$ cat config.mk
export PLATFORM = sky130hd
export DESIGN_NAME = age_select
export DESIGN_NICKNAME = d
export VERILOG_FILES = /design/src/logic/rs_pkg.sv /design/src/logic/age_select.sv
export SDC_FILE = /design/constraint.sdc
export NUM_CORES = 1
export LEC_CHECK = 0
export ABC_AREA = 1
export BUFFER_PORTS_ARGS = -buffer_cell sky130_fd_sc_hd__buf_4
export CORE_UTILIZATION = 60
export DETAILED_ROUTE_END_ITERATION = 7
export PLACE_DENSITY = 0.95
export SYNTH_ARGS = -nofsm -noshare
export SYNTH_HDL_FRONTEND = slang
export SYNTH_SLANG_ARGS = --single-unit
$ cat constraint.sdc
create_clock -name vclk -period 3.95
set_input_delay 0.79 -clock vclk [all_inputs]
set_output_delay 0.79 -clock vclk [all_outputs]
set_load 0.02 [all_outputs]
$ cat src/logic/rs_pkg.sv
`default_nettype none

package rs_pkg;

    // entries in the divide station unless the top overrides it
    parameter int DEFAULT_DEPTH = 16;

    // result buses snooped for wakeup: alu, mul, div, load
    parameter int BROADCASTS = 4;

endpackage

`default_nettype wire

$ cat src/logic/age_select.sv
`default_nettype none

module age_select #(
    parameter  int DEPTH = rs_pkg::DEFAULT_DEPTH,
    localparam int IDX_W = $clog2(DEPTH)
) (
    input  wire [DEPTH-1:0] ready_vec,
    input  wire [IDX_W-1:0] head_idx,
    output logic            pick_valid,
    output logic [IDX_W-1:0] pick_idx
);

    typedef logic [IDX_W-1:0] idx_t;

    // circular scan from head, nearest hit wins
    always_comb begin
        idx_t idx;
        pick_valid = 1'b0;
        pick_idx   = head_idx;
        for (int k = DEPTH - 1; k >= 0; k--) begin
            idx = head_idx + IDX_W'(k);  // wraps, depth is a power of two
            if (ready_vec[idx]) begin
                pick_valid = 1'b1;
                pick_idx   = idx;
            end
        end
    end

    // nothing ready must mean no pick, and a pick must land on a ready entry
    always_comb begin
        assert final ((pick_valid == (|ready_vec)) && (!pick_valid || ready_vec[pick_idx]))
        else $error("age_select: pick %0d not ready, vec %h", pick_idx, ready_vec);
    end

endmodule

`default_nettype wire

==> summary.md, run 1 <==
| Metric | Value |
|---|---|
| Number of standard-cell rows in the floorplan | 18 |
| Share of the yosys chip area belonging to registers | 0% |
| Gate count of the mapped netlist | 357 |
| Maximum number of pins on one net before global-route repair | 24 |
| Total global routing track utilization | 73.0% |
| First Error | [ERROR GRT-0232] Routing congestion too high. Check the congestion heatmap in the GUI. |
| Avg Synthesized Cell Area | 4.60 um2 |
| Setup bufs post-CTS | 0 |
| Placed wire-length estimate after detailed placement | 4320 um |
| Leading area contributor after synthesis | sky130_fd_sc_hd__nand2_1 |
| Area share of the largest cell type after synthesis | 37.7% |
| Worst endpoint left by the global-route repair_timing run | pick_idx[0] |
| Kind of endpoint with the least setup slack | output port |
| I/O pin total | 25 |
| Outcome | aborted with a tool error |
| Netlist area before placement | 0.00164 mm2 |
| GR Overflow Total | 9 |
| Stage where the flow stopped | 5_1_grt |
| Leading cell types by total area after synthesis | sky130_fd_sc_hd__nand2_1 (38%), sky130_fd_sc_hd__nand3_1 (18%), sky130_fd_sc_hd__a21oi_1 (9.7%), sky130_fd_sc_hd__inv_1 (8.0%), sky130_fd_sc_hd__ha_1 (5.3%) |
| Most numerous cell in the Yosys netlist | sky130_fd_sc_hd__nand2_1 |
| Post-CTS Hold Fix Bufs | 0 |
| Width of the chip | 54.3 um |
| Last weighted congestion value of the routability-driven placer | 1.12 |
| Yosys warnings | 0 |
| Syn_nets | 384 |
| Die Y-Extent | 54.3 um |
| Unique cell type count in the Yosys netlist | 24 |
| Cell count after placement | 418 |
| Initial standard-cell utilization of the core | 65.1% |
| Ranking of synthesized cells by instance count | sky130_fd_sc_hd__nand2_1 (165), sky130_fd_sc_hd__nand3_1 (59), sky130_fd_sc_hd__inv_1 (35) |
| Quantity of I/O buffers inserted on ports | 25 |
kinds of logic after synthesis:
family          Yosys count  synth area share (%)
xor+xnor                  7                  4.87
simple gates            246                  62.4
compound gates           44                  13.8
buf+inv                  53                  13.6
fa+ha+maj                 7                  5.33
routing by layer:
metal	GRT overflow	track usage (%)
met3	0	59.2
met4	4	74.8
met2	5	88.2
met1	0	72.1
met5	0	25.0
metrics by stage:
stage | worst slack [ns] | setup TNS, ns | area, um2 | hold WS (ns)
after floorplan | 0.140 | 0 | 1640 | 1.90
after global placement | -0.00220 | -0.00220 | 1930 | 1.92
after detailed placement | -0.0894 | -0.101 | 1930 | 1.92
after CTS | 0.0186 | 0 | 1940 | 1.92
timing repair:
item | 4_1_cts
pin swaps | 0
setup endpoints to repair | 2
resized for setup | 3
gates cloned | 0
==> run 2, diff against run 1 <==
CORE_UTILIZATION = 40   (was 60)
PLACE_DENSITY = unset   (was 0.95)
PLACE_DENSITY_LB_ADDON = 0.15   (was unset)
==> summary.md, run 2 <==
| Metric | Value |
|---|---|
| Data arrival time at the worst-slack endpoint | 3.04 ns |
| Width of the chip | 66.1 um (+22%) |
| Endpoint required time on the critical path | 3.16 ns |
| Setup WS post-layout | 0.125 ns |
| Cell internal power dissipation | 0.227 mW |
| Smallest hold slack | 2.09 ns |
| Fraction of layout cells with a size suffix above 1 | 31.7% |
| N_diodes | 0 |
| Power per Cell Area | 228 mW/mm2 |
| Number of standard-cell rows in the floorplan | 22 (+4) |
| DRC violations left | 0 |
| Sink of the worst hold path | pick_idx[3] |
| Leading area contributor after synthesis | sky130_fd_sc_hd__nand2_1 |
| Highest-delay cell along the critical path | sky130_fd_sc_hd__ha_1 |
| Final Max Tran Viols | 0 |
| Antenna-violating nets left | 0 |
| Netlist area before placement | 0.00164 mm2 (unchanged) |
| Placed wire-length estimate after detailed placement | 4690 um (+8.8%) |
| Min Tclk post-route | 3.83 ns |
| Measured slew at the worst slew-check pin | 0.356 ns |
| Count of sequential standard cells | 0 |
| GR Overflow Total | 0 |
| Cell count after placement | 447 (+6.9%) |
| Most common cell after layout, fill and taps aside | sky130_fd_sc_hd__nand2_1 |
| Max Cap Viol | 0 |
| Category of the most critical setup path | in2out |
| Clk network pwr share | 0% |
| Unique cell type count in the Yosys netlist | 24 (unchanged) |
| Quantity of I/O buffers inserted on ports | 25 (unchanged) |
| Switching power | 0.347 mW |
| Wire per inst | 14.4 um |
| Class of the tightest hold or removal check | in2out |
| Total power after layout | 0.574 mW |
| Drt via density | 5.41 |
| Ranking of synthesized cells by instance count | sky130_fd_sc_hd__nand2_1 (165), sky130_fd_sc_hd__nand3_1 (59), sky130_fd_sc_hd__inv_1 (35) |
| Die Y-Extent | 66.1 um (+22%) |
| Area share of the largest cell type after synthesis | 37.7% (unchanged) |
| Delay of the slowest cell on the worst path | 0.33 ns |
| Overall die area | 0.00437 mm2 |
| Gate count of the mapped netlist | 357 (unchanged) |
| Avg Synthesized Cell Area | 4.60 um2 (unchanged) |
| Leading cell types in the layout, fill and taps excluded | sky130_fd_sc_hd__nand2_1 (153), sky130_fd_sc_hd__buf_4 (51), sky130_fd_sc_hd__nand3_1 (47) |
| Vias in the first global route | 2051 |
| Antenna violations before repair | 0 |
| Peak clock frequency supported by timing | 261 MHz |
| Number of design-rule violations left by the first detailed-router iteration | 268 |
| Filler Cells Inserted | 362 |
| Count of cells along the worst hold path | 4 |
| Drt total wl | 6680 um |
| Sequential fraction of design power | 0% |
| Critical path launch point type | input port |
| Leading cell types by total area after synthesis | sky130_fd_sc_hd__nand2_1 (38%), sky130_fd_sc_hd__nand3_1 (18%), sky130_fd_sc_hd__a21oi_1 (9.7%), sky130_fd_sc_hd__inv_1 (8.0%), sky130_fd_sc_hd__ha_1 (5.3%) |
| Share of the yosys chip area belonging to registers | 0% (unchanged) |
| Detailed Routing Iterations Pass 1 | 5 |
| Hold Vio Cnt, Final | 0 |
| Portion of the clock cycle consumed by the worst path in the final layout | 96.8% |
| I/O pin total | 25 (unchanged) |
| Placed cell area | 0.00203 mm2 (+4.8%) |
| Number of endpoints failing setup at the final stage | 0 |
| Maximum number of pins on one net before global-route repair | 17 |
| Outcome | finished, final reports clean |
| Net switching share of the total power | 60.5% |
| Last weighted congestion value of the routability-driven placer | 0.976 (-13%) |
| Most used cell along the critical path | sky130_fd_sc_hd__nand2_1 |
| Worst IR Drop VDD | 0.000125 V |
| Final core utilization | 66.3% |
| Post-CTS Hold Fix Bufs | 0 (unchanged) |
| Biggest fanout along the worst timing path | 5 |
| Relative slew margins | 76.2% |
| HP Start | head_idx[3] |
| Total global routing track utilization | 28.5% |
| Most numerous cell in the Yosys netlist | sky130_fd_sc_hd__nand2_1 |
| TNS Setup | 0 ns |
| P_leak | 1.40 nW |
| Area delta synth->final | 53.2% |
| Worst setup EP type | primary output |
| Final cell area excluding filler cells | 0.00252 mm2 |
| Fraction of power consumed by combinational cells | 100.0% |
| Wire length of the first global-routing pass | 9690 um |
| Yosys warnings | 0 (unchanged) |
| Vias | 2514 |
| Number of nets in the layout | 446 |
| Number of clock buffers in the layout | 0 |
| Post-Place Setup Slack | -0.136 ns (-0.0465 ns) |
| Syn_nets | 384 (unchanged) |
| Total area of sequential cells | 0 um2 |
| Initial standard-cell utilization of the core | 43.2% (-22 points) |
| Number of standard cells in the layout, taps in and fillers out | 465 |
| Core area | 0.00380 mm2 |
==> run 2: logic make-up after synthesis <==
logic type      count (synthesis)  share of synthesized area [%]
simple gates                  246                           62.4
buf+inv                        53                           13.6
compound gates                 44                           13.8
xor+xnor                        7                           4.87
fa+ha+maj                       7                           5.33
==> run 2: worst max-delay path by stage <==
stage	from	to	cells after the start
finish	head_idx[1]	pick_idx[3]	26
global route	head_idx[2]	pick_idx[3]	25
CTS	head_idx[1]	pick_idx[3]	25
detailed placement	head_idx[1]	pick_idx[0]	22
global placement	head_idx[1]	pick_idx[0]	22
floorplan	head_idx[1]	pick_idx[3]	25
==> run 2: power groups by stage <==
| stage | Sequential, mW | Combinational [mW] | Clock (mW) |
|---|---|---|---|
| after global placement | 0 | 0.461 | 0 |
| after floorplan | 0 | 0.323 | 0 |
| after CTS | 0 | 0.467 | 0 |
| after global routing | 0 | 0.630 | 0 |
| final | 0 | 0.574 | 0 |
| after detailed placement | 0 | 0.462 | 0 |
==> run 2: final cells by class <==
type,count,area (um2),share of cell area [%]
Multi-Input combinational cell,304,1660,65.8
Inverter,44,180,7.16
Tap cell,48,60.1,2.39
Timing Repair Buffer,69,621,24.7
==> run 2: worst max-delay path, delay by kind of cell <==
| kind | cells | cell delay [ns] |
|---|---|---|
| and+or+nand+nor | 18 | 1.15 |
| buffers and inverters | 6 | 0.59 |
| adders and majority gates | 1 | 0.33 |
| AOI/OAI and AO/OA | 1 | 0.15 |
==> run 2: repair_timing <==
item / 4_1_cts / 5_1_grt
resized for setup: 3 / 83
pin swaps: 1 / 16
cloned: 0 / 2
setup buffers: 2 / 14
endpoints found under the setup margin: 5 / 5
==> run 2: routing by layer <==
metal	track usage, %	vias to the layer above	routed length [um]	share of wire [%]
met5	0	-	0	0
met4	3.46	0	194	2.9
met3	3.28	18	567	8.5
met2	45.5	101	2980	45
met1	41.5	1129	2930	44
li1	-	1266	-	-
Note: power is estimated with default switching activity, not from simulation.
